### src/hw/mem_defs.svh
/*
 * shared memory subsystem dimensions
 * requester count, word and strobe widths, RAM depth
 */
`ifndef MEM_DEFS_SVH
`define MEM_DEFS_SVH

// requesters sharing the data memory
`define MEM_NPORTS 4

`define MEM_DATA_W 32
`define MEM_STRB_W 4   // one strobe per byte

`define MEM_WORDS   1024
`define MEM_WORD_AW 10  // log2 of MEM_WORDS

`endif

### src/hw/mem_arb_pkg.sv
/*
 * arbitration types of the shared memory
 * requester index and one-bit-per-requester vector
 */
`include "mem_defs.svh"

package mem_arb_pkg;

    typedef logic [$clog2(`MEM_NPORTS)-1:0] port_idx_t;
    typedef logic [`MEM_NPORTS-1:0]         port_vec_t;

endpackage

### src/hw/mem_bus_pkg.sv
/*
 * request-side types of the shared memory
 * data words, word indices, byte strobes and the request opcode
 */
`include "mem_defs.svh"

package mem_bus_pkg;

    typedef logic [`MEM_DATA_W-1:0]  mem_word_t;
    typedef logic [`MEM_WORD_AW-1:0] mem_addr_t;  // word index, not byte address
    typedef logic [`MEM_STRB_W-1:0]  mem_strb_t;

    // LR reads and reserves, SC writes only while the reservation holds
    typedef enum logic [1:0] {
        OP_LOAD  = 2'd0,
        OP_STORE = 2'd1,
        OP_LR    = 2'd2,
        OP_SC    = 2'd3
    } mem_op_e;

endpackage

### src/hw/mem_req_slots.sv
/*
 * request holding slots, one per requester
 * valid/ready acceptance, ready held low until the response leaves
 * also declares slot_if towards the arbiter
 */
`include "mem_defs.svh"

interface slot_if import mem_bus_pkg::*, mem_arb_pkg::*; ();
    port_vec_t pending;                 // slot holds an ungranted request
    mem_op_e   op    [`MEM_NPORTS];
    mem_addr_t addr  [`MEM_NPORTS];
    mem_word_t wdata [`MEM_NPORTS];
    mem_strb_t strb  [`MEM_NPORTS];
    port_vec_t served;                  // one-cycle grant pulse

    modport slots (output pending, op, addr, wdata, strb, input served);
    modport arb   (input pending, op, addr, wdata, strb, output served);
endinterface


### src/hw/mem_rr_arbiter.sv
/*
 * two-lane round-robin arbiter
 * grants up to two pending slots per cycle to different words
 * also declares lane_if, the registered lanes towards table and RAM
 */
`include "mem_defs.svh"

interface lane_if import mem_bus_pkg::*, mem_arb_pkg::*; ();
    // index 0 is lane a, index 1 is lane b
    logic [1:0] valid;
    port_idx_t  port  [2];
    mem_op_e    op    [2];
    mem_addr_t  addr  [2];
    mem_word_t  wdata [2];
    mem_strb_t  strb  [2];
    logic [1:0] sc_ok;   // reservation still held, for SC only

    modport arb  (output valid, port, op, addr, wdata, strb);
    modport lrsc (input valid, port, op, addr, wdata, strb, output sc_ok);
    modport ram  (input valid, port, op, addr, wdata, strb, sc_ok);
endinterface

module mem_rr_arbiter import mem_bus_pkg::*, mem_arb_pkg::*; (
    input  logic clk_i,
    input  logic rst_n_i,
    slot_if.arb  slots,
    lane_if.arb  lanes
);
    port_idx_t  ptr_q;
    port_idx_t  sel [2];
    logic [1:0] hit;
    port_idx_t  cand_a;
    port_idx_t  cand_b;
    mem_addr_t  word_a;

    function automatic port_idx_t step(port_idx_t p, int k);
        return port_idx_t'((int'(p) + k) % `MEM_NPORTS);
    endfunction

    // lane a: first pending port at or after the pointer
    always_comb begin
        hit[0] = 1'b0;
        sel[0] = ptr_q;
        for (int k = 0; k < `MEM_NPORTS; k++) begin
            cand_a = step(ptr_q, k);
            if (!hit[0] && slots.pending[cand_a]) begin
                hit[0] = 1'b1;
                sel[0] = cand_a;
            end
        end
    end

    assign word_a = slots.addr[sel[0]];

    // lane b: next pending port after lane a, other word only
    always_comb begin
        hit[1] = 1'b0;
        sel[1] = sel[0];
        for (int k = 1; k < `MEM_NPORTS; k++) begin
            cand_b = step(sel[0], k);
            if (hit[0] && !hit[1] && slots.pending[cand_b] &&
                slots.addr[cand_b] != word_a) begin
                hit[1] = 1'b1;
                sel[1] = cand_b;
            end
        end
    end

    always_comb begin
        for (int p = 0; p < `MEM_NPORTS; p++) begin
            slots.served[p] = (hit[0] && sel[0] == port_idx_t'(p)) ||
                              (hit[1] && sel[1] == port_idx_t'(p));
        end
    end

    always_ff @(posedge clk_i or negedge rst_n_i) begin
        if (!rst_n_i) begin
            lanes.valid <= '0;
            ptr_q       <= '0;
        end else begin
            lanes.valid <= hit;
            if (hit[1]) begin
                ptr_q <= step(sel[1], 1);  // past the last port granted
            end else if (hit[0]) begin
                ptr_q <= step(sel[0], 1);
            end
        end
    end

    always_ff @(posedge clk_i) begin
        for (int l = 0; l < 2; l++) begin
            lanes.port[l]  <= sel[l];
            lanes.op[l]    <= slots.op[sel[l]];
            lanes.addr[l]  <= slots.addr[sel[l]];
            lanes.wdata[l] <= slots.wdata[sel[l]];
            lanes.strb[l]  <= slots.strb[sel[l]];
        end
    end

endmodule

### src/flat_wrapper.sv
// flat-port wrapper written by rule: the top's interface ports become plain ports
module mem_rr_arbiter_flat import mem_bus_pkg::*, mem_arb_pkg::*;
  (clk_i, rst_n_i, slots_pending, slots_op, slots_addr, slots_wdata, slots_strb, slots_served, lanes_valid, lanes_port, lanes_op, lanes_addr, lanes_wdata, lanes_strb);
  slot_if slots_i ();
  lane_if lanes_i ();
  input  logic clk_i;
  input  logic rst_n_i;
  input wire logic [$bits(slots_i.pending)-1:0] slots_pending;
  input wire logic [$bits(slots_i.op)-1:0] slots_op;
  input wire logic [$bits(slots_i.addr)-1:0] slots_addr;
  input wire logic [$bits(slots_i.wdata)-1:0] slots_wdata;
  input wire logic [$bits(slots_i.strb)-1:0] slots_strb;
  output wire logic [$bits(slots_i.served)-1:0] slots_served;
  output wire logic [$bits(lanes_i.valid)-1:0] lanes_valid;
  output wire logic [$bits(lanes_i.port)-1:0] lanes_port;
  output wire logic [$bits(lanes_i.op)-1:0] lanes_op;
  output wire logic [$bits(lanes_i.addr)-1:0] lanes_addr;
  output wire logic [$bits(lanes_i.wdata)-1:0] lanes_wdata;
  output wire logic [$bits(lanes_i.strb)-1:0] lanes_strb;
  assign slots_i.pending = slots_pending;
  assign slots_i.op = {>>{slots_op}};
  assign slots_i.addr = {>>{slots_addr}};
  assign slots_i.wdata = {>>{slots_wdata}};
  assign slots_i.strb = {>>{slots_strb}};
  assign slots_served = slots_i.served;
  assign lanes_valid = lanes_i.valid;
  assign lanes_port = {>>{lanes_i.port}};
  assign lanes_op = {>>{lanes_i.op}};
  assign lanes_addr = {>>{lanes_i.addr}};
  assign lanes_wdata = {>>{lanes_i.wdata}};
  assign lanes_strb = {>>{lanes_i.strb}};
  mem_rr_arbiter u_core (.clk_i(clk_i), .rst_n_i(rst_n_i), .slots(slots_i), .lanes(lanes_i));
endmodule
### config.mk
export PLATFORM = sky130hd
export DESIGN_NAME = mem_rr_arbiter_flat
export DESIGN_NICKNAME = d
export VERILOG_FILES = /design/src/hw/mem_arb_pkg.sv /design/src/hw/mem_bus_pkg.sv /design/src/hw/mem_req_slots.sv /design/src/hw/mem_rr_arbiter.sv /design/src/flat_wrapper.sv
export VERILOG_INCLUDE_DIRS = /design/src /design/src/hw
export SDC_FILE = /design/constraint.sdc
export NUM_CORES = 1
export LEC_CHECK = 0
export BUFFER_PORTS_ARGS = -buffer_cell sky130_fd_sc_hd__buf_4
export CORE_MARGIN = 8
export CORE_UTILIZATION = 49
export CTS_BUF_LIST = sky130_fd_sc_hd__clkbuf_4 sky130_fd_sc_hd__clkbuf_8
export DETAILED_ROUTE_END_ITERATION = 6
export PLACE_DENSITY = 0.83
export RECOVER_POWER = 100
export REMOVE_ABC_BUFFERS = 1
export SYNTH_ARGS = -nofsm -noshare
export SYNTH_HDL_FRONTEND = slang
export SYNTH_SLANG_ARGS = --single-unit
### constraint.sdc
create_clock -name clk_i -period 9.05 [get_ports clk_i]
set_input_delay 0.4525 -clock clk_i [delete_from_list [all_inputs] [get_ports clk_i]]
set_output_delay 0.4525 -clock clk_i [all_outputs]
set_load 0.05 [all_outputs]
== Word level (Yosys, flattened, before mapping) ==
Index checks and enable logic that the tools add are counted.

* Register bits after elaboration: 104
* Input port bits: 198
* Output and inout port bits: 106
* Logic and storage cells: 138

* $add $sub $neg: 7
* $lt $le $gt $ge: 12
* Equality and inequality tests: 9
* Mux-type cells: 62
* Bitwise gates (word level): 5
* Reductions and logical operators: 31

{| class="wikitable"
|+ Operators by type and width
! operator !! count
|-
| $bmux 32 s2 || 2
|-
| $mux 32 || 4
|-
| $bmux 10 s2 || 5
|-
| $mux 10 || 10
|-
| $ne 10x10->1 || 3
|-
| $mux 2 || 12
|-
| $lt 2x3->1 const B || 7
|-
| $logic_and 1x1->1 || 19
|-
| $bmux 4 s2 || 2
|-
| $mux 4 || 4
|-
| $ge 3x3->1 const B || 5
|-
| $not 2->3 || 5
|-
| $bmux 1 s2 || 7
|-
| $mux 1 || 14
|-
| $add 2x2->2 const B || 4
|-
| $bmux 2 s2 || 2
|-
| $eq 2x2->1 const B || 4
|-
| $add 2x1->2 const B || 3
|-
| $logic_not 1->1 || 5
|-
| $eq 2x1->1 const B || 2
|-
| $logic_not 2->1 || 2
|-
| $logic_or 1x1->1 || 4
|-
| $reduce_bool 2->1 || 1
|}

== Longest topological paths before layout ==
Gate-level depths: netlist of the first run.

* Depth after elaboration: 34
* Mapped depth: 19
* Mapped depth without buffers: 13

== Least setup slack after synthesis of the first run ==
No wires, ideal clock.

* Kind: input to output
* Start: in slots_pending[1]
* End: out slots_served[0]
* Arrival time: 5,456 ps
* Required time: 8,597 ps
* Path slack: 3,141 ps
* Stages on the path: 19
* Path buffers: 7
* Cells stage by stage: buf_4 > nor3b_1 > a2111o_1 > and2_1 > buf_6 > clkbuf_1 > clkbuf_1 > buf_1 > ha_1 > clkbuf_1 > mux4_2 > xor2_1 > nand4_1 > o31ai_2 > o21ai_2 > xnor2_4 > buf_6 > inv_2 > o31ai_1

{| class="wikitable"
|+ RTL lines
! element !! RTL line !! source
|-
| from (decl) || flat_wrapper.sv:8 || <nowiki>input wire logic [$bits(slots_i.pending)-1:0] slots_pending;</nowiki>
|-
| to (decl) || flat_wrapper.sv:13 || <nowiki>output wire logic [$bits(slots_i.served)-1:0] slots_served;</nowiki>
|}

== Final worst setup path of the first run ==
* Start: reg u_core.ptr_q[1]
* End: reg u_core.lanes.wdata[6]

* Cells in the longest elaborated chain, start to end: 34
* Elaborated cells between the ends (all ways): 71
* Those cells by class: add/sub (6); eq/ne (3); mux (41); bitwise (5); reduce/logical (16)

{| class="wikitable"
|+ Ends and longest elaborated chain
! element !! RTL line !! source
|-
| from (decl) || mem_rr_arbiter.sv:29 || <nowiki>port_idx_t ptr_q;</nowiki>
|-
| from (signal assigned) || mem_rr_arbiter.sv:83 || <nowiki>ptr_q <= step(sel[1], 1);</nowiki>
|-
| from (signal assigned) || mem_rr_arbiter.sv:85 || <nowiki>ptr_q <= step(sel[0], 1);</nowiki>
|-
| parallel branches: the longest is 29 deep, another holds $add 2x1->2 || n/a ||
|-
| $mux 2 (*) || mem_rr_arbiter.sv:61 || <nowiki>if (hit[0] && !hit[1] && slots.pending[cand_b] &&</nowiki>
|-
| $not 2->3 (not written as such) (*) || mem_rr_arbiter.sv:95 || <nowiki>lanes.wdata[l] <= slots.wdata[sel[l]];</nowiki>
|-
| $bmux 32 s2 (*) || mem_rr_arbiter.sv:95 ||
|-
| $mux 32 (not written as such) (*) (2 in a row) || mem_rr_arbiter.sv:95 ||
|-
| to (decl) || mem_rr_arbiter.sv:18 || <nowiki>modport arb (output valid, port, op, addr, wdata, strb);</nowiki>
|}

Mark *: on every way between the ends. The select of a mux whose other input is x is not followed.
A chain may end at the register's enable or synchronous reset.

==> flow_summary.toml, run 1 <==
[sta]
finalHoldViolations = 0
rsz0062_at_grt = "no"
worst_slack_ps = 1800
max_freq_ghz = 0.138
finalSetupTns_ps = 0
maxSlewHeadroom_pct = -99.5
period_share_pct = 80.2
tightest_slew_ps = 2990
drv_slew = 105
setup_violations = 0
clock_skew_ps = 11.1
min_period_ps = 7250

[clock_network]
cts_inserted_buffers = 9
postCtsSetupBuffers = 0
clock-sinks = 104
cts_tree = "done"
cts.htree.levels = 3
path_clk_slew_ps = 110
cts_buffer_depth = 2
worst_skew_pair.late_latency_ps = 380
clockRootBuffer = "clkbuf_8"

[drt]
ant_nets = 0
drt_pre_antenna_iters = 5
wirelength_um = 21500
vias_per_cell = 5.63
first_iter_violations = 577
routed-via-count = 6046
wl_per_cell_um = 20.0
route.detailed.drc = 0

[synth]
yosysTopAreaCell = "dfxtp_1"
yosysWarnings = 0
synthMuxAreaShare_pct = 25.9
synthFlopType = "dfxtp_1"
synth_xor_area_share_pct = 6.32
yosysSeqAreaShare_pct = 34.3
synth_edf_count = 0
synth_top_area_share_pct = 32.7
postSynthCellCount = 624
yosysUniqueCellTypes = 48
yosys_register_bits = 104
async_flop_share_pct = 3.85
synth-compound-area-share_pct = 9.77
avgSynthCellArea_um2 = 9.81
synth_fa_ha_area_share_pct = 0.818
synthesis.area_um2 = 6120
synth_area_leaders = "dfxtp_1 (33%), mux4_2 (24%), nand2_1 (11%)"
synth_top_family_by_area = "multiplexers"
synthSimpleGateAreaFrac_pct = 17.4

[floorplan]
core_area_um2 = 12400
rows = 41
ios = 304
die_w_um = 128
die_h_um = 128
start_util_pct = 49.3
die-area_um2 = 16300

[critical_path]
path_class = "register to register"
crit_path_top_delay_cell = "clkbuf_1"
critPathCaptureType = "register"
critPathLaunchType = "register"
critPathMaxStageDelay_ps = 2120
crit_chain = "nor3b_1 > a2111o_1 > and2_4 > inv_1 > nand2_1 > a22o_1 > xor2_1 > nand4_1 > o31ai_2 > nand3b_1 > mux2i_4 > clkbuf_1 > mux4_2"
cp.arrival_ps = 7560
critPathMaxFanout = 102
required_ps = 9350

[final_layout]
fin_util_pct = 66.1
drive_gt1_share_pct = 32.3
layout_commonest_cell = "buf_4"
diodes = 0
layout_common_cells = "buf_4 (198), nand2_1 (182), clkbuf_1 (110), dfxtp_1 (100), mux4_2 (64)"
nets = 1098
fill_cells = 1091
syn_to_final_growth_pct = 34.0

[grt]
grt_pass1_vias = 6022
gr-total-overflow = 0
grt_usage_pct = 25.2
antenna_found_initial = 0
grt_max_degree = 103
grt_pass1_wl_um = 32200

[place]
port_buffers = 303
gp_congestion = 0.884
dp_hpwl_um = 16100
place_ws_ps = 2770

[job]
cap_violations = 2

[worst_hold_path]
hold_path_class = "input pin to register"

[status]
status = "complete, but fails checks"
violations = "capacitance limit, slew limit"
## worst paths after layout
path / cells past startpoint / to / start / slack, ps
setup / recovery: 13 / u_core.lanes.wdata[6] / u_core.ptr_q[1] / 1800
hold / removal: 3 / u_core.lanes.strb[7] / slots_strb[7] / 320
setup reg to reg: 13 / u_core.lanes.wdata[6] / u_core.ptr_q[1] / 1800
hold reg to reg: 2 / u_core.ptr_q[1] / u_core.ptr_q[1] / 640
max in group asynchronous: 2 / u_core.ptr_q[0] / rst_n_i / 8450
min in group asynchronous: 2 / u_core.lanes.valid[0] / rst_n_i / 430
## metrics by stage
stage	cell area (µm²)	hold slack, ps	cells
finish	8200	323	1073
global route	8200	321	1073
CTS	8620	314	1073
detailed placement	8370	250	1056
global placement	8370	250	1056
floorplan	5840	157	576
## synth_stat cells, types with 5 or more instances
cell type  count
nand2_1      182
dfxtp_1      100
mux4_2        64
a31oi_1       40
and3_1        38
a21oi_1       22
clkbuf_1      21
xor2_1        21
xnor2_1       20
inv_1         12
mux2i_1       10
buf_4          9
buf_6          8
buf_1          7
nor2_1         6
a22o_1         5
nand4_1        5
## kinds of logic (layout without fill, tap and decap cells)
| logic type | count (synthesis) | after routing |
|---|---|---|
| AOI/OAI and AO/OA | 90 | 90 |
| xor gates and xnor gates | 42 | 42 |
| adders and majority gates | 4 | 4 |
| buffers and inverters | 63 | 340 |
| DFF | 104 | 104 |
| muxes | 77 | 77 |
| and+or+nand+nor | 244 | 244 |
## sequential cells by signal, summed over array words and instances (netlist names)
register            count
u_core.lanes.strb       8
u_core.lanes.valid      2
u_core.ptr_q            2
u_core.lanes.wdata     64
u_core.lanes.addr      20
u_core.lanes.op         4
u_core.lanes.port       4
## worst max-delay path: cells and delay by family, from the launching register on
kind,cells,cell delay [ps]
buffers and inverters,2,3070
xor gates and xnor gates,1,190
muxes,2,920
and+or+nand+nor,5,1580
DFF,1,460
AOI/OAI and AO/OA,3,720
## final cells by class
| type | count | area [µm²] | share of cell area, % |
|---|---|---|---|
| Tap cell | 172 | 215 | 2.62 |
| Clock buffer | 11 | 151 | 1.85 |
| Inverter | 15 | 56.3 | 0.687 |
| Sequential cell | 104 | 2100 | 25.6 |
| Multi-Input combinational cell | 457 | 3680 | 44.9 |
| Clock inverter | 5 | 85.1 | 1.04 |
| Timing Repair Buffer | 309 | 1910 | 23.3 |
## routing by layer
metal	track usage, %	vias to the layer above	routed length (µm)
li1	-	2792	-
met1	28.4	2881	7990
met2	44.0	330	10900
met3	5.82	43	1850
met4	12.3	0	787
met5	0	-	0
## what timing repair did
item                                   4_1_cts  5_1_grt
endpoints found under the hold margin        4        0
gates resized for setup                      0        0
hold buffers                                 1        0
Power of run 1 is not shown: default switching activity piles up to over one toggle a cycle in this logic, so the estimate is an artifact.
==> run 2: changes to the inputs <==
--- a/config.mk
+++ b/config.mk
@@ -8,10 +8,10 @@
 export LEC_CHECK = 0
 export BUFFER_PORTS_ARGS = -buffer_cell sky130_fd_sc_hd__buf_4
 export CORE_MARGIN = 8
-export CORE_UTILIZATION = 49
+export CORE_UTILIZATION = 48
 export CTS_BUF_LIST = sky130_fd_sc_hd__clkbuf_4 sky130_fd_sc_hd__clkbuf_8
 export DETAILED_ROUTE_END_ITERATION = 6
-export PLACE_DENSITY = 0.83
+export PLACE_DENSITY = 0.81
 export RECOVER_POWER = 100
 export REMOVE_ABC_BUFFERS = 1
 export SYNTH_ARGS = -nofsm -noshare
==> constraint.sdc (replaced) <==
create_clock -name clk_i -period 6.9 [get_ports clk_i]
set_input_delay 0.345 -clock clk_i [delete_from_list [all_inputs] [get_ports clk_i]]
set_output_delay 0.345 -clock clk_i [all_outputs]
set_load 0.05 [all_outputs]
==> flow_summary.toml, run 2 (synthesis results as in run 1) <==
[floorplan]
die-area_um2 = 16600
ios = 304
start_util_pct = 48.9
core_area_um2 = 12500
rows = 41
die_w_um = 129
die_h_um = 129

[clock_network]
cts_inserted_buffers = 9
worst_skew_pair.late_latency_ps = 370
cts_resized = 0
clock-sinks = 104
cts_tree = "done"
cts_hold_buf = 1
cts.htree.levels = 3
clockRootBuffer = "clkbuf_8"
cts_buffer_depth = 2
postCtsSetupBuffers = 0
path_clk_slew_ps = 110

[critical_path]
worstPathBufferInverterCount = 3
cp.depth = 14
r2r-end = "u_core.lanes.addr[9]"
critPathMaxFanout = 45
path_class = "register to register"
ff2ff_setup_slack_ps = 950
crit_start = "u_core.ptr_q[1]"
rr_startpoint = "u_core.ptr_q[1]"
reg2regPathDepth = 14
cp.arrival_ps = 6200
critPathCaptureType = "register"
critical_path.top_delay_family = "buffers and inverters"
cp-endpoint = "u_core.lanes.addr[9]"
required_ps = 7150
critPathMaxStageDelay_ps = 1360
crit_chain = "nand2_1 > a21oi_1 > o211ai_1 > inv_1 > buf_4 > a21oi_1 > a22o_1 > xnor2_1 > nor4_1 > a31o_2 > nand3b_1 > mux2i_4 > clkbuf_2 > mux4_2"
crit_path_top_delay_cell = "inv_1"
critPathLaunchType = "register"
crit_top_cell = "a21oi_1"

[sta]
rsz0062_at_grt = "no"
min_period_ps = 5950
maxSlewHeadroom_pct = -25.5
period_share_pct = 86.3
tightest_slew_ps = 1880
drv_slew = 87
max_freq_ghz = 0.168
worst_slack_ps = 949
clock_skew_ps = 10.2
finalHoldViolations = 0
setup_violations = 0

[final_layout]
syn_to_final_growth_pct = 33.4
nets = 1100
largest-register = "u_core.lanes.wdata"
diodes = 0
layout_commonest_cell = "buf_4"
fin_util_pct = 65.2
finalNonFillerCells = 1075
seqCellArea_um2 = 2100
fill_cells = 1127
layout_common_cells = "buf_4 (200), nand2_1 (182), clkbuf_1 (108), dfxtp_1 (100), mux4_2 (64)"
largest_reg_flops = 64
multi_input_area_um2 = 3690
reg_top3 = "u_core.lanes.wdata x64, u_core.lanes.addr x20, u_core.lanes.strb x8"
drive_gt1_share_pct = 32.8

[grt]
grt_pass1_vias = 6063
grt_pass1_wl_um = 34000
grt_max_degree = 103
grt_usage_pct = 26.4
gr-total-overflow = 0
antenna_found_initial = 0

[drt]
first_iter_violations = 694
wl_per_cell_um = 21.3
ant_nets = 0
route.detailed.drc = 0
vias_per_cell = 5.72
routed-via-count = 6153
drt_pre_antenna_iters = 5
wirelength_um = 22900

[worst_hold_path]
hold_path_class = "input pin to register"
hold_start = "slots_wdata[48]"

[place]
gp_congestion = 0.861
dp_hpwl_um = 17400
dp_cells = 1058
port_buffers = 303
place_ws_ps = 1510

[job]
cap_violations = 2

[status]
status = "complete, but fails checks"
violations = "capacitance limit, slew limit"
## run 2: through the flow
stage / hold WS, ps / cell area (µm²) / TNS [ps]
5_1_grt: 219 / 8170 / 0
3_5_place_dp: 142 / 8390 / 0
4_1_cts: 221 / 8580 / 0
2_1_floorplan: 49.4 / 5840 / -36320
6_report: 227 / 8170 / 0
3_3_place_gp: 142 / 8390 / 0
## run 2: worst min-delay path by stage
stage                     depth (start not counted)  slack [ps]                      to
after floorplan                                   0          50   u_core.lanes.valid[0]
after global placement                            1         140   u_core.lanes.valid[1]
after detailed placement                          1         140         u_core.ptr_q[1]
after CTS                                         3         220  u_core.lanes.wdata[48]
after global routing                              3         220  u_core.lanes.wdata[32]
final                                             3         230  u_core.lanes.wdata[48]
## run 2: tightest hold or removal path: cells and delay by family
kind | cells | cell delay, ps
and+or+nand+nor | 1 | 50
buffers and inverters | 1 | 110
AOI/OAI and AO/OA | 1 | 70
## run 2: routing by layer
layer  global-route usage (%)  routed length, µm  part of all wire, %
met1                     30.6               8420                   37
met2                     45.3              11600                   51
met3                     7.20               2070                  9.1
met4                     10.2                776                  3.4
met5                        0                  0                    0
## run 2: final cells by class
type	count	area share, %
Timing Repair Buffer	311	23.6
Clock buffer	10	1.69
Tap cell	172	2.64
Sequential cell	104	25.7
Multi-Input combinational cell	457	45.1
Clock inverter	6	0.521
Inverter	15	0.689
Power of run 2 is left out for the same reason.
