==> src/hw/mem_defs.svh <==
/*
 * shared memory subsystem dimensions
 * requester count, word and strobe widths, RAM depth
 */
`ifndef MEM_DEFS_SVH
`define MEM_DEFS_SVH

// requesters sharing the data memory
`define MEM_NPORTS 4

`define MEM_DATA_W 32
`define MEM_STRB_W 4   // one strobe per byte

`define MEM_WORDS   1024
`define MEM_WORD_AW 10  // log2 of MEM_WORDS

`endif

==> src/hw/mem_arb_pkg.sv <==
/*
 * arbitration types of the shared memory
 * requester index and one-bit-per-requester vector
 */
`include "mem_defs.svh"

package mem_arb_pkg;

    typedef logic [$clog2(`MEM_NPORTS)-1:0] port_idx_t;
    typedef logic [`MEM_NPORTS-1:0]         port_vec_t;

endpackage

==> src/hw/mem_bus_pkg.sv <==
/*
 * request-side types of the shared memory
 * data words, word indices, byte strobes and the request opcode
 */
`include "mem_defs.svh"

package mem_bus_pkg;

    typedef logic [`MEM_DATA_W-1:0]  mem_word_t;
    typedef logic [`MEM_WORD_AW-1:0] mem_addr_t;  // word index, not byte address
    typedef logic [`MEM_STRB_W-1:0]  mem_strb_t;

    // LR reads and reserves, SC writes only while the reservation holds
    typedef enum logic [1:0] {
        OP_LOAD  = 2'd0,
        OP_STORE = 2'd1,
        OP_LR    = 2'd2,
        OP_SC    = 2'd3
    } mem_op_e;

endpackage

==> src/hw/mem_rr_arbiter.sv <==
/*
 * two-lane round-robin arbiter
 * grants up to two pending slots per cycle to different words
 * also declares lane_if, the registered lanes towards table and RAM
 */
`include "mem_defs.svh"

interface lane_if import mem_bus_pkg::*, mem_arb_pkg::*; ();
    // index 0 is lane a, index 1 is lane b
    logic [1:0] valid;
    port_idx_t  port  [2];
    mem_op_e    op    [2];
    mem_addr_t  addr  [2];
    mem_word_t  wdata [2];
    mem_strb_t  strb  [2];
    logic [1:0] sc_ok;   // reservation still held, for SC only

    modport arb  (output valid, port, op, addr, wdata, strb);
    modport lrsc (input valid, port, op, addr, wdata, strb, output sc_ok);
    modport ram  (input valid, port, op, addr, wdata, strb, sc_ok);
endinterface


==> src/hw/mem_lrsc_table.sv <==
/*
 * load-reserved / store-conditional reservation table
 * one entry per requester, SC verdict per lane,
 * stores to a reserved word drop every reservation on it
 */
`include "mem_defs.svh"

module mem_lrsc_table import mem_bus_pkg::*, mem_arb_pkg::*; (
    input  logic clk_i,
    input  logic rst_n_i,
    lane_if.lrsc lanes
);
    port_vec_t  rsv_valid_q;
    mem_addr_t  rsv_word_q [`MEM_NPORTS];
    logic [1:0] kill;   // lane writes its word this cycle

    // own entry valid and on the same word
    always_comb begin
        for (int l = 0; l < 2; l++) begin
            lanes.sc_ok[l] = lanes.valid[l] && lanes.op[l] == OP_SC &&
                             rsv_valid_q[lanes.port[l]] &&
                             rsv_word_q[lanes.port[l]] == lanes.addr[l];
            kill[l] = lanes.valid[l] &&
                      (lanes.op[l] == OP_STORE || lanes.sc_ok[l]);
        end
    end

    always_ff @(posedge clk_i or negedge rst_n_i) begin
        if (!rst_n_i) begin
            rsv_valid_q <= '0;
        end else begin
            for (int p = 0; p < `MEM_NPORTS; p++) begin
                for (int l = 0; l < 2; l++) begin
                    if (kill[l] && rsv_word_q[p] == lanes.addr[l]) begin
                        rsv_valid_q[p] <= 1'b0;
                    end
                end
            end
            // lanes carry different words, so a new LR never collides with a kill
            for (int l = 0; l < 2; l++) begin
                if (lanes.valid[l] && lanes.op[l] == OP_LR) begin
                    rsv_valid_q[lanes.port[l]] <= 1'b1;
                end
            end
        end
    end

    always_ff @(posedge clk_i) begin
        for (int l = 0; l < 2; l++) begin
            if (lanes.valid[l] && lanes.op[l] == OP_LR) begin
                rsv_word_q[lanes.port[l]] <= lanes.addr[l];
            end
        end
    end

endmodule

==> src/flat_wrapper.sv <==
// flat-port wrapper written by rule: the top's interface ports become plain ports
module mem_lrsc_table_flat import mem_bus_pkg::*, mem_arb_pkg::*;
  (clk_i, rst_n_i, lanes_valid, lanes_port, lanes_op, lanes_addr, lanes_wdata, lanes_strb, lanes_sc_ok);
  lane_if lanes_i ();
  input  logic clk_i;
  input  logic rst_n_i;
  input wire logic [$bits(lanes_i.valid)-1:0] lanes_valid;
  input wire logic [$bits(lanes_i.port)-1:0] lanes_port;
  input wire logic [$bits(lanes_i.op)-1:0] lanes_op;
  input wire logic [$bits(lanes_i.addr)-1:0] lanes_addr;
  input wire logic [$bits(lanes_i.wdata)-1:0] lanes_wdata;
  input wire logic [$bits(lanes_i.strb)-1:0] lanes_strb;
  output wire logic [$bits(lanes_i.sc_ok)-1:0] lanes_sc_ok;
  assign lanes_i.valid = lanes_valid;
  assign lanes_i.port = {>>{lanes_port}};
  assign lanes_i.op = {>>{lanes_op}};
  assign lanes_i.addr = {>>{lanes_addr}};
  assign lanes_i.wdata = {>>{lanes_wdata}};
  assign lanes_i.strb = {>>{lanes_strb}};
  assign lanes_sc_ok = lanes_i.sc_ok;
  mem_lrsc_table u_core (.clk_i(clk_i), .rst_n_i(rst_n_i), .lanes(lanes_i));
endmodule
==> config.mk <==
export PLATFORM = sky130hd
export DESIGN_NAME = mem_lrsc_table_flat
export DESIGN_NICKNAME = d
export VERILOG_FILES = /design/src/hw/mem_arb_pkg.sv /design/src/hw/mem_bus_pkg.sv /design/src/hw/mem_rr_arbiter.sv /design/src/hw/mem_lrsc_table.sv /design/src/flat_wrapper.sv
export VERILOG_INCLUDE_DIRS = /design/src /design/src/hw
export SDC_FILE = /design/constraint.sdc
export NUM_CORES = 1
export LEC_CHECK = 0
export ABC_AREA = 1
export BUFFER_PORTS_ARGS = -buffer_cell sky130_fd_sc_hd__buf_2
export CAP_MARGIN = 30
export CORE_MARGIN = 5
export CORE_UTILIZATION = 59
export CTS_CLUSTER_DIAMETER = 80
export CTS_CLUSTER_SIZE = 20
export DETAILED_ROUTE_END_ITERATION = 8
export HOLD_SLACK_MARGIN = 0.05
export PLACE_DENSITY = 0.87
export SETUP_SLACK_MARGIN = 0.15
export SLEW_MARGIN = 20
export SYNTH_ARGS = -nofsm -noshare
export SYNTH_HDL_FRONTEND = slang
export SYNTH_SLANG_ARGS = --single-unit
==> constraint.sdc <==
create_clock -name clk_i -period 4 [get_ports clk_i]
set_clock_uncertainty 0.05 [all_clocks]
set_input_delay 0.8 -clock clk_i [delete_from_list [all_inputs] [get_ports clk_i]]
set_output_delay 0.8 -clock clk_i [all_outputs]
set_load 0.05 [all_outputs]
======== Word-level counts from Yosys, hierarchy flattened ========
Memories as Yosys holds them, arrays and structs flattened.
Index checks and enable logic that the tools add are counted.
operators by class
  $lt $le $gt $ge ......................... 4
  equal/unequal tests ..................... 16
  mux-type cells .......................... 22
  bitwise gates (word level) .............. 2
  reductions and logical operators ........ 22
operators with widths
  kind                                                               count
  equality test 10 bit                                               10
  logical AND 1 bit                                                  20
  two-way mux 1 bit                                                  16
  equality test 2 bit, second input constant                         4
  two-way mux 4 bit                                                  2
  OR 4 bit                                                           2
  less-than comparator 2 x 3 -> 1 bit, second input constant         2
  binary-select mux 1 bit (select 2 bit)                             2
  demux 1 bit (select 2 bit)                                         2
  equality test 2 x 1 -> 1 bit, second input constant                2
  greater-or-equal comparator 2 x 1 -> 1 bit, second input constant  2
  logical OR 1 bit                                                   2
word-level totals
  register bits ........................... 4
  bits in writable memories ............... 40
  output and inout bits ................... 2
  logic and storage cells ................. 68
  memories ................................ 1
memories
  name               depth  bits a word  read ports  clocked after memory_dff  write ports  line                  RTL
  u_core.rsv_word_q  4      10           6           0                         2            mem_lrsc_table.sv:14  mem_addr_t rsv_word_q [`MEM_NPORTS];

======== Depth between registers and ports, before layout ========
Gate-level depths: netlist of the first run.
  depth in word-level cells ............... 13
  gate-level depth with buffers ........... 17
  mapped depth without buffers ............ 15

======== Worst setup path before layout of the first run ========
No wires, ideal clock.
  kind .................................... input to output
  start point ............................. input lanes_port[2]
  end point ............................... output lanes_sc_ok[0]
  arrival ................................. 3.135 ns
  data required time ...................... 3.150 ns
  setup slack ............................. 0.015 ns
  cell stages on the path ................. 9
  path buffers ............................ 1
  cell sequence ........................... buf_6 > nor2_1 > nand2_1 > and2_1 > nand2_1 > nor2_1 > nor3_1 > nand4_1 > nor4_1
on the way
  longest elaborated chain between the ends .. 4
  elaborated cells on any way between the ends .. 6
  those cells by class .................... eq/ne: 1; mux: 2; reduce/logical: 2; memory: 1
ends and longest elaborated chain
  what                                                         line                  RTL
  from (decl)                                                  flat_wrapper.sv:8     input wire logic [$bits(lanes_i.port)-1:0] lanes_port;
  branches (longest 3 deep; another with memory (4 x 10 bit))  n/a
  logical AND 1 bit (*)                                        mem_lrsc_table.sv:21  rsv_valid_q[lanes.port[l]] &&
  to (decl)                                                    flat_wrapper.sv:13    output wire logic [$bits(lanes_i.sc_ok)-1:0] lanes_sc_ok;
Every way passes the cells marked *. The select of a mux whose other input is x is not followed.

======== Final worst setup path of the first run ========
  start point ............................. input lanes_port[3]
  end point ............................... output lanes_sc_ok[0]
Same word-level chain as after synthesis.

==> results of run 1 <==
cells in the mapped netlist (all sizes together):
cell type  instances  area (µm²)
clkbuf            18        67.6
dfrtp              4         100
xor2              10        87.6
edfxtp            40        1200
nand2            331        1250
buf               15         114
o21ai             50         250
nand3             44         220
or2                5        31.3
nor4               9        56.3
and2               1        6.26
a21o               1        7.51
nor3b              1        7.51
nor3              14        70.1
a21oi              9        45.0
xnor2             18         158
inv               60         225
nor2              51         194
clkinv             2        7.51
nand4             22         138
logic make-up (layout without fill, tap and decap cells):
logic type	count (synthesis)	in the layout	synth area share
and+or+nand+nor	478	478	0.465
xor gates and xnor gates	28	28	0.0579
DFF	44	44	0.307
AOI/OAI and AO/OA	60	60	0.0715
buffers and inverters	95	109	0.0978
layer usage:
metal | GRT usage | share of wire | routed length (µm) | vias to the layer above
met5 | 0 | 0 | 0 | -
li1 | - | - | - | 2275
met1 | 0.444 | 0.40 | 5540 | 2081
met3 | 0.0582 | 0.13 | 1790 | 40
met4 | 0.102 | 0.032 | 443 | 0
met2 | 0.487 | 0.44 | 6010 | 333
sequential cells by signal, indices dropped and copies added (netlist names):
name,flops
u_core.rsv_word_q,40
u_core.rsv_valid_q,4
critical path, cell delays in order:
cell     delay (ns)
buf_2          0.28
inv_2          0.18
nor2_1         0.22
nand2_1        0.08
nand2_1        0.06
nor2_1         0.05
nand2_1        0.07
nor3b_1        0.20
nand3_1        0.14
nor4_2         0.29
buf_2          0.32
area by class of cell:
type	count	area, µm²	share of cell area
inverters	62	233	0.0519
repair buffers	40	218	0.0485
multi-input cells	566	2530	0.565
well taps	96	120	0.0268
clock inverters	1	5.00	0.00112
clock buffers	6	72.6	0.0162
flip-flops and latches	44	1300	0.290
how the worst min path moves through the flow:
stage	end	slack [ns]	cells past startpoint
CTS	u_core.rsv_valid_q[3]	0.24	1
global route	u_core.rsv_valid_q[3]	0.24	1
floorplan	u_core.rsv_valid_q[1]	0.44	2
global placement	u_core.rsv_valid_q[3]	0.48	2
detailed placement	u_core.rsv_valid_q[2]	0.49	2
finish	u_core.rsv_valid_q[3]	0.24	1
power groups by stage:
stage          Clock, mW  Combinational [mW]  Sequential, mW
2_1_floorplan          0               0.214           0.549
3_3_place_gp           0               0.287           0.555
3_5_place_dp           0               0.295           0.557
4_1_cts            0.274               0.296           0.546
5_1_grt            0.295               0.336           0.550
6_report           0.274               0.305           0.547
through the flow:
stage	util	power (mW)	hold WS, ns
after floorplan	-	0.764	0.442
final	0.649	1.13	0.238
after detailed placement	0.638	0.851	0.486
after global routing	0.649	1.18	0.239
after global placement	0.638	0.842	0.477
after CTS	0.649	1.12	0.240
==> metrics.yaml, run 1 <==
run_status:
  status: "finished, final reports clean"
worst_hold_path:
  hold_path_class: "input port to asynchronous set/reset pin"
cells_and_area:
  instances_no_fill: 815
  fillers: 698
  area_growth_pct: 5.91
  antennaDiodeCount: 0
  nNetsFinal: 823
  fin_area_mm2: 0.00448
  final_common_cell: "nand2_1"
  drive_gt1_frac: 0.0848
  mostFrequentLayoutCells: "nand2_1 (329), inv_1 (56), nor2_1 (50), o21ai_0 (46), nand3_1 (44)"
power:
  leakage_nw: 2.16
  swShare: 0.341
  intPower_mw: 0.742
  clock_power_share: 0.243
  switching_power_mw: 0.384
  comb_power_share: 0.271
  seqPwrFrac: 0.486
  pwr_density_cell_mw_per_mm2: 251
  irDropWorstVdd_mv: 0.149
floorplan:
  ios: 106
  die_x_um: 94.7
  row_count: 30
  die_y_um: 94.7
  core-area_mm2: 0.00691
  die_area_mm2: 0.00897
  start_util: 0.613
yosys:
  syn_avg_cell_area_um2: 6.01
  synth_area_mm2: 0.00423
  syn_nets: 809
  synth_seq_area_share: 0.307
  synth_cell_types: 26
  synth_cells: 705
  ys_seq_elements: 44
  yosys_warnings: 0
critical_path:
  endpoint_kind: "output pin"
  crit_required_ns: 3.15
  path_class: "input port to output pin"
  worst_ep_arrival_time_ns: 2.71
  r2r.worst_path.cells: 8
  crit_end: "lanes_sc_ok[0]"
  reg2reg_from: "u_core.rsv_word_q[3][9]"
  reg2reg_slack_ns: 2.13
  cp-start-kind: "input port"
  path_max_fanout: 13
  crit_start: "lanes_port[3]"
  r2r-end: "u_core.rsv_valid_q[3]"
job:
  maxCapViolCount: 0
sta:
  fmax_ghz: 0.281
  fin_crit_sh: 0.890
  drv_slew: 0
  worstMarginPinSlew_ns: 0.686
  fin_ws_ns: 0.441
  period_needed_ns: 3.56
  relSlewSlack: 0.542
  final_hold_viol_count: 0
  rsz0062_at_grt: "no"
  setup_violations: 0
  tns_ns: 0
route:
  vias: 4729
  wl_mm: 13.8
  wl_per_cell_um: 16.9
  drc: 0
  avgViaCountPerCell: 5.80
  first_pass_iters: 7
  antenna_left: 0
  drt_iter0_markers: 569
global_route:
  grt_overflow: 0
  antenna_found_initial: 0
  grtUsageTotal: 0.315
  grt_max_degree: 21
  grt_pass1_wl_mm: 21.4
  grt_pass1_vias: 4145
clock_tree:
  cts_setup_buffers: 0
  htree_levels: 2
  cts_root_buf: "clkbuf_8"
  cts_tree: "done"
  cts_sinks: 44
  holdBufCountCts: 0
  clk_pin_slew_worst_paths_ns: 0.09
  clock_latency_ns: 0.30
  cts_buffers: 5
  cts_resized: 0
  clk_path_buf_depth: 2
placement:
  pre_cts_ws_ns: 0.514
  place_area_mm2: 0.00441
  hpwlAfterDp_mm: 10.0
  place_inst: 808
  routabilityCongestion: 1.05
  numPortBuffers: 33
(Power assumes the default switching activity.)
==> inputs of run 2 (changes only) <==
--- a/config.mk
+++ b/config.mk
@@ -10,12 +10,13 @@
 export BUFFER_PORTS_ARGS = -buffer_cell sky130_fd_sc_hd__buf_2
 export CAP_MARGIN = 30
 export CORE_MARGIN = 5
-export CORE_UTILIZATION = 59
+export CORE_UTILIZATION = 60
+export CTS_BUF_LIST = sky130_fd_sc_hd__clkbuf_8
 export CTS_CLUSTER_DIAMETER = 80
 export CTS_CLUSTER_SIZE = 20
 export DETAILED_ROUTE_END_ITERATION = 8
 export HOLD_SLACK_MARGIN = 0.05
-export PLACE_DENSITY = 0.87
+export PLACE_DENSITY = 0.89
 export SETUP_SLACK_MARGIN = 0.15
 export SLEW_MARGIN = 20
 export SYNTH_ARGS = -nofsm -noshare
==> run 2 against run 1 <==
Wire length shrank 0.38%. Largest power group unchanged. Power decreased by 0.52%. First-iteration DRC count increased by 15%. Clock power down 2%. Sequential power is essentially flat.
==> metrics.yaml, run 2 (synthesis gave the netlist of run 1 again) <==
power:
  clock_power_share: 0.240  # was 0.243
  swShare: 0.341  # about the same
  irDropWorstVdd_mv: 0.178  # was 0.149 mV
  leakage_nw: 2.16  # about the same
  intPower_mw: 0.738  # was 0.742 mW
  switching_power_mw: 0.382  # was 0.384 mW
  pwr_density_cell_mw_per_mm2: 250  # was 251 mW/mm²
  comb_power_share: 0.271  # about the same
  seqPwrFrac: 0.489  # was 0.486
clock_tree:
  cts_root_buf: "clkbuf_8"  # unchanged
  cts_tree: "done"  # unchanged
  clk_path_buf_depth: 2  # unchanged
  clk_pin_slew_worst_paths_ns: 0.08  # was 0.09 ns
  htree_levels: 2  # unchanged
  cts_setup_buffers: 0  # unchanged
  cts_sinks: 44  # unchanged
  clock_latency_ns: 0.30  # about the same
  holdBufCountCts: 0  # unchanged
  cts_resized: 0  # unchanged
  cts_buffers: 5  # unchanged
route:
  antenna_left: 0  # unchanged
  drc: 0  # unchanged
  first_pass_iters: 5  # was 7
  avgViaCountPerCell: 5.77  # was 5.80
  vias: 4706  # was 4729
  wl_mm: 13.7  # was 13.8 mm
  wl_per_cell_um: 16.8  # was 16.9 µm
  drt_iter0_markers: 654  # was 569
cells_and_area:
  ff_latch_area_mm2: 0.00130  # unchanged
  multi_input_area_mm2: 0.00253  # unchanged
  drive_gt1_frac: 0.0834  # was 0.0848
  antennaDiodeCount: 0  # unchanged
  mostFrequentLayoutCells: "nand2_1 (329), inv_1 (56), nor2_1 (50), o21ai_0 (46), nand3_1 (44)"  # unchanged
  area_growth_pct: 5.88  # was 5.91%
  nNetsFinal: 823  # unchanged
  fillers: 664  # was 698
  largest_reg_flops: 40  # unchanged
  final_common_cell: "nand2_1"  # unchanged
critical_path:
  cp-start-kind: "input port"  # unchanged
  path_max_fanout: 18  # was 13
  path_class: "input port to output pin"  # unchanged
  worst_ep_arrival_time_ns: 2.66  # was 2.71 ns
  crit_required_ns: 3.15  # about the same
  endpoint_kind: "output pin"  # unchanged
worst_hold_path:
  hold_path_class: "input port to asynchronous set/reset pin"  # unchanged
floorplan:
  row_count: 30  # unchanged
  die_x_um: 94.0  # was 94.7 µm
  start_util: 0.620  # was 0.613
  die_y_um: 94.0  # was 94.7 µm
  die_area_mm2: 0.00884  # was 0.00897 mm²
  core-area_mm2: 0.00683  # was 0.00691 mm²
  ios: 106  # unchanged
placement:
  numPortBuffers: 33  # unchanged
  routabilityCongestion: 1.01  # was 1.05
  hpwlAfterDp_mm: 9.95  # was 10.0 mm
job:
  maxCapViolCount: 0  # unchanged
global_route:
  grt_pass1_wl_mm: 21.6  # was 21.4 mm
  grt_max_degree: 26  # was 21
  antenna_found_initial: 0  # unchanged
  grtUsageTotal: 0.320  # was 0.315
  grt_overflow: 0  # unchanged
  grt_pass1_vias: 4276  # was 4145
sta:
  relSlewSlack: 0.561  # was 0.542
  tns_ns: 0  # unchanged
  hold_ws_ns: 0.237  # was 0.238 ns
  period_needed_ns: 3.51  # was 3.56 ns
  fin_crit_sh: 0.879  # was 0.890
  rsz0062_at_grt: "no"  # unchanged
  setup_violations: 0  # unchanged
  final_hold_viol_count: 0  # unchanged
  fmax_ghz: 0.285  # was 0.281 GHz
  drv_slew: 0  # unchanged
  worstMarginPinSlew_ns: 0.658  # was 0.686 ns
run_status:
  status: "finished, final reports clean"  # unchanged
## run 2: cell types whose count changed in the layout (fill, tap and decap cells not counted), sizes merged
cell | before | now
clkbuf | 6 | 5
clkinv | 3 | 4
## run 2: power groups by stage
stage / sequential (mW) / clock, mW / combinational, mW
global route: 0.550 / 0.286 / 0.338
finish: 0.548 / 0.268 / 0.304
floorplan: 0.549 / 0 / 0.214
global placement: 0.556 / 0 / 0.286
detailed placement: 0.557 / 0 / 0.294
CTS: 0.546 / 0.267 / 0.295
## run 2: layout make-up
| class | instances | area share |
|---|---|---|
| timing repair buffer | 40 | 0.0486 |
| inverter | 62 | 0.0519 |
| multi-input combinational | 566 | 0.565 |
| clock inverter | 2 | 0.00167 |
| tap | 96 | 0.0268 |
| clock buffer | 5 | 0.0154 |
| sequential | 44 | 0.290 |
## run 2: worst paths after layout
path / startpoint / endpoint / slack [ns] / depth (start not counted)
worst max-delay path: lanes_port[2] / lanes_sc_ok[0] / 0.49 / 11
worst max register to register: u_core.rsv_word_q[0][0] / u_core.rsv_valid_q[3] / 2.12 / 14
worst min register to register: u_core.rsv_valid_q[0] / u_core.rsv_valid_q[0] / 0.50 / 2
worst min-delay path: rst_n_i / u_core.rsv_valid_q[3] / 0.24 / 1
max in group asynchronous: rst_n_i / u_core.rsv_valid_q[1] / 3.54 / 1
min in group clk_i: u_core.rsv_valid_q[0] / u_core.rsv_valid_q[0] / 0.50 / 2
## run 2: stage by stage
stage | area [µm²] | setup slack [ns] | instances | power (mW) | util
3_3_place_gp | 4410 | 0.543 | 808 | 0.842 | 0.645
4_1_cts | 4480 | 0.543 | 815 | 1.11 | 0.656
2_1_floorplan | 4240 | 0.577 | 705 | 0.764 | -
5_1_grt | 4480 | 0.351 | 815 | 1.17 | 0.656
3_5_place_dp | 4410 | 0.554 | 808 | 0.851 | 0.645
6_report | 4480 | 0.486 | 815 | 1.12 | 0.656
## run 2: critical path: stages
cell     delay [ns]
buf_2          0.22
buf_4          0.28
nor2_1         0.10
nand2_1        0.06
nand2_1        0.05
nor2_1         0.14
nor2_1         0.08
nor3b_1        0.18
nand3_1        0.13
nor4_2         0.29
buf_2          0.32
## run 2: layer usage
metal | vias up | routed length, µm | GRT usage
met5 | - | 0 | 0
met4 | 0 | 421 | 0.119
met3 | 36 | 1680 | 0.0561
met2 | 320 | 6230 | 0.501
met1 | 2075 | 5400 | 0.441
li1 | 2275 | - | -
==> inputs of run 3 (changes only) <==
--- a/config.mk
+++ b/config.mk
@@ -9,14 +9,16 @@
 export ABC_AREA = 1
 export BUFFER_PORTS_ARGS = -buffer_cell sky130_fd_sc_hd__buf_2
 export CAP_MARGIN = 30
+export CELL_PAD_IN_SITES_DETAIL_PLACEMENT = 1
+export CELL_PAD_IN_SITES_GLOBAL_PLACEMENT = 2
 export CORE_MARGIN = 5
-export CORE_UTILIZATION = 60
+export CORE_UTILIZATION = 31
 export CTS_BUF_LIST = sky130_fd_sc_hd__clkbuf_8
 export CTS_CLUSTER_DIAMETER = 80
 export CTS_CLUSTER_SIZE = 20
 export DETAILED_ROUTE_END_ITERATION = 8
 export HOLD_SLACK_MARGIN = 0.05
-export PLACE_DENSITY = 0.89
+export PLACE_DENSITY_LB_ADDON = 0.1
 export SETUP_SLACK_MARGIN = 0.15
 export SLEW_MARGIN = 20
 export SYNTH_ARGS = -nofsm -noshare
==> run 3 against run 2 <==
Cell area is 3.9% higher. Core utilization decreased by 31 points. Register-to-register slack worse by 0.18 ns. Critical path depth is the same. Final cell count is 11% higher. Sequential power hardly changed. Clock-buffer cell count unchanged. Die area grew 82%. Critical endpoint unchanged. Fmax down 2.1%. First-iteration DRC count shrank 37%. Worst setup slack worse by 0.075 ns. Global-route usage shrank 9.8 points. Highest routed layer unchanged.
==> metrics.yaml, run 3 (synthesis gave the netlist of run 1 again) <==
cells_and_area:
  area_growth_pct: 9.96  # was 5.88%
  largest_reg_flops: 40  # unchanged
  nNetsFinal: 832  # was 823
  antennaDiodeCount: 0  # unchanged
  drive_gt1_frac: 0.0960  # was 0.0834
  mostFrequentLayoutCells: "nand2_1 (329), inv_1 (58), nor2_1 (50), o21ai_0 (46), nand3_1 (44)"  # was nand2_1 (329), inv_1 (56), nor2_1 (50), o21ai_0 (46), nand3_1 (44)
  final_common_cell: "nand2_1"  # unchanged
  fillers: 1783  # was 664
  fin_area_mm2: 0.00466  # was 0.00448 mm²
  utilization: 0.350  # was 0.656
  instances_no_fill: 905  # was 815
clock_tree:
  clk_path_buf_depth: 2  # unchanged
  clock_latency_ns: 0.33  # was 0.30 ns
  cts_resized: 0  # unchanged
  cts_sinks: 44  # unchanged
  cts_root_buf: "clkbuf_8"  # unchanged
  cts_setup_buffers: 0  # unchanged
  htree_levels: 2  # unchanged
  clk_pin_slew_worst_paths_ns: 0.09  # was 0.08 ns
  cts_buffers: 5  # unchanged
  holdBufCountCts: 0  # unchanged
  cts_tree: "done"  # unchanged
route:
  drc: 0  # unchanged
  wl_mm: 17.6  # was 13.7 mm
  avgViaCountPerCell: 5.14  # was 5.77
  vias: 4650  # was 4706
  wl_per_cell_um: 19.4  # was 16.8 µm
  drt_iter0_markers: 412  # was 654
  antenna_left: 0  # unchanged
  first_pass_iters: 5  # unchanged
sta:
  worstMarginPinSlew_ns: 0.764  # was 0.658 ns
  fin_crit_sh: 0.897  # was 0.879
  rsz0062_at_grt: "no"  # unchanged
  setup_violations: 0  # unchanged
  final_hold_viol_count: 0  # unchanged
  relSlewSlack: 0.490  # was 0.561
  fmax_ghz: 0.279  # was 0.285 GHz
  period_needed_ns: 3.59  # was 3.51 ns
  tns_ns: 0  # unchanged
  drv_slew: 0  # unchanged
critical_path:
  worst_ep_arrival_time_ns: 2.74  # was 2.66 ns
  slowest_delay_ns: 0.33  # was 0.32 ns
  r2r.worst_path.cells: 8  # was 14
  cp-start-kind: "input port"  # unchanged
  path_depth: 11  # unchanged
  crit_family: "simple AND/OR/NAND/NOR gates"  # unchanged
  endpoint_kind: "output pin"  # unchanged
  path_class: "input port to output pin"  # unchanged
  worstPathCellList: "buf_2, buf_4, nor2_1, nand2_1, nand2_1, nor2_1, nand2_1, nor3b_1, nand3_1, nor4_2, buf_2"  # was buf_2, buf_4, nor2_1, nand2_1, nand2_1, nor2_1, nor2_1, nor3b_1, nand3_1, nor4_2, buf_2
  slowest_stage: "buf_2"  # unchanged
  path_max_fanout: 13  # was 18
  crit_required_ns: 3.15  # about the same
  crit_top_cell: "nand2_1"  # was nor2_1
  critPathBufInv: 3  # unchanged
worst_hold_path:
  hold_path_class: "input port to asynchronous set/reset pin"  # unchanged
run_status:
  status: "finished, final reports clean"  # unchanged
placement:
  routabilityCongestion: 0.930  # was 1.01
  numPortBuffers: 33  # unchanged
  place_inst: 897  # was 808
  hpwlAfterDp_mm: 13.5  # was 9.95 mm
  place_area_mm2: 0.00457  # was 0.00441 mm²
floorplan:
  die_y_um: 127  # was 94.0 µm
  ios: 106  # unchanged
  core-area_mm2: 0.0133  # was 0.00683 mm²
  start_util: 0.318  # was 0.620
  die_area_mm2: 0.0161  # was 0.00884 mm²
  die_x_um: 127  # was 94.0 µm
  row_count: 42  # was 30
power:
  pwr_density_cell_mw_per_mm2: 249  # was 250 mW/mm²
  leakage_nw: 2.21  # was 2.16 nW
  irDropWorstVdd_mv: 0.0995  # was 0.178 mV
  p_total_mw: 1.16  # was 1.12 mW
global_route:
  grt_pass1_vias: 4672  # was 4276
  grt_max_degree: 21  # was 26
  grtUsageTotal: 0.223  # was 0.320
  antenna_found_initial: 0  # unchanged
  grt_pass1_wl_mm: 27.0  # was 21.6 mm
  grt_overflow: 0  # unchanged
job:
  maxCapViolCount: 0  # unchanged
[run 3: cell count changes in the layout (fill, tap and decap cells not counted)]
cell / before / now
buf_4: 7 / 16
clkinv_1: 4 / 2
inv_1: 56 / 58
clkinv_2: 0 / 1
[run 3: layer usage]
layer,up-vias,wire length (µm),track usage,share of wire
met5,-,0,0,0
met4,0,554,0.0763,0.032
met3,24,615,0.0252,0.035
met2,92,7860,0.349,0.45
met1,2240,8560,0.318,0.49
li1,2294,-,-,-
[run 3: power breakdown]
group | internal (mW) | switching [mW]
clock | 0.118 | 0.168
sequential | 0.524 | 0.0248
combinational | 0.104 | 0.221
[run 3: cell type report]
type / count / area, µm² / share of cell area
clock buffers: 5 / 68.8 / 0.0148
clock inverters: 3 / 12.5 / 0.00269
inverters: 62 / 233 / 0.0500
multi-input cells: 566 / 2530 / 0.544
flip-flops and latches: 44 / 1300 / 0.279
well taps: 176 / 220 / 0.0473
repair buffers: 49 / 285 / 0.0613
[run 3: worst reg2reg max path, cell delays in order, from the launching register on]
cell and delay [ns]:
edfxtp_1 0.49, inv_1 0.12, nor2_1 0.05, nor3_1 0.33, nand3_1 0.17, nor4_1 0.44, nand3_1 0.15, nand3_1 0.10
nand2_1 0.06
[run 3: path summary, 6_finish.rpt]
kind                                    startpoint                     to  slack (ns)
setup / recovery                     lanes_port[2]         lanes_sc_ok[0]        0.41
max in group asynchronous                  rst_n_i  u_core.rsv_valid_q[2]        3.58
hold reg to reg              u_core.rsv_valid_q[0]  u_core.rsv_valid_q[0]        0.54
hold / removal                             rst_n_i  u_core.rsv_valid_q[0]        0.20
setup reg to reg           u_core.rsv_word_q[1][9]  u_core.rsv_valid_q[1]        1.94
min in group clk_i           u_core.rsv_valid_q[0]  u_core.rsv_valid_q[0]        0.54
[run 3: stage by stage]
stage / hold slack (ns) / worst slack, ns
3_3_place_gp: 0.534 / 0.416
2_1_floorplan: 0.442 / 0.577
6_report: 0.204 / 0.411
3_5_place_dp: 0.504 / 0.395
4_1_cts: 0.191 / 0.394
5_1_grt: 0.194 / 0.279
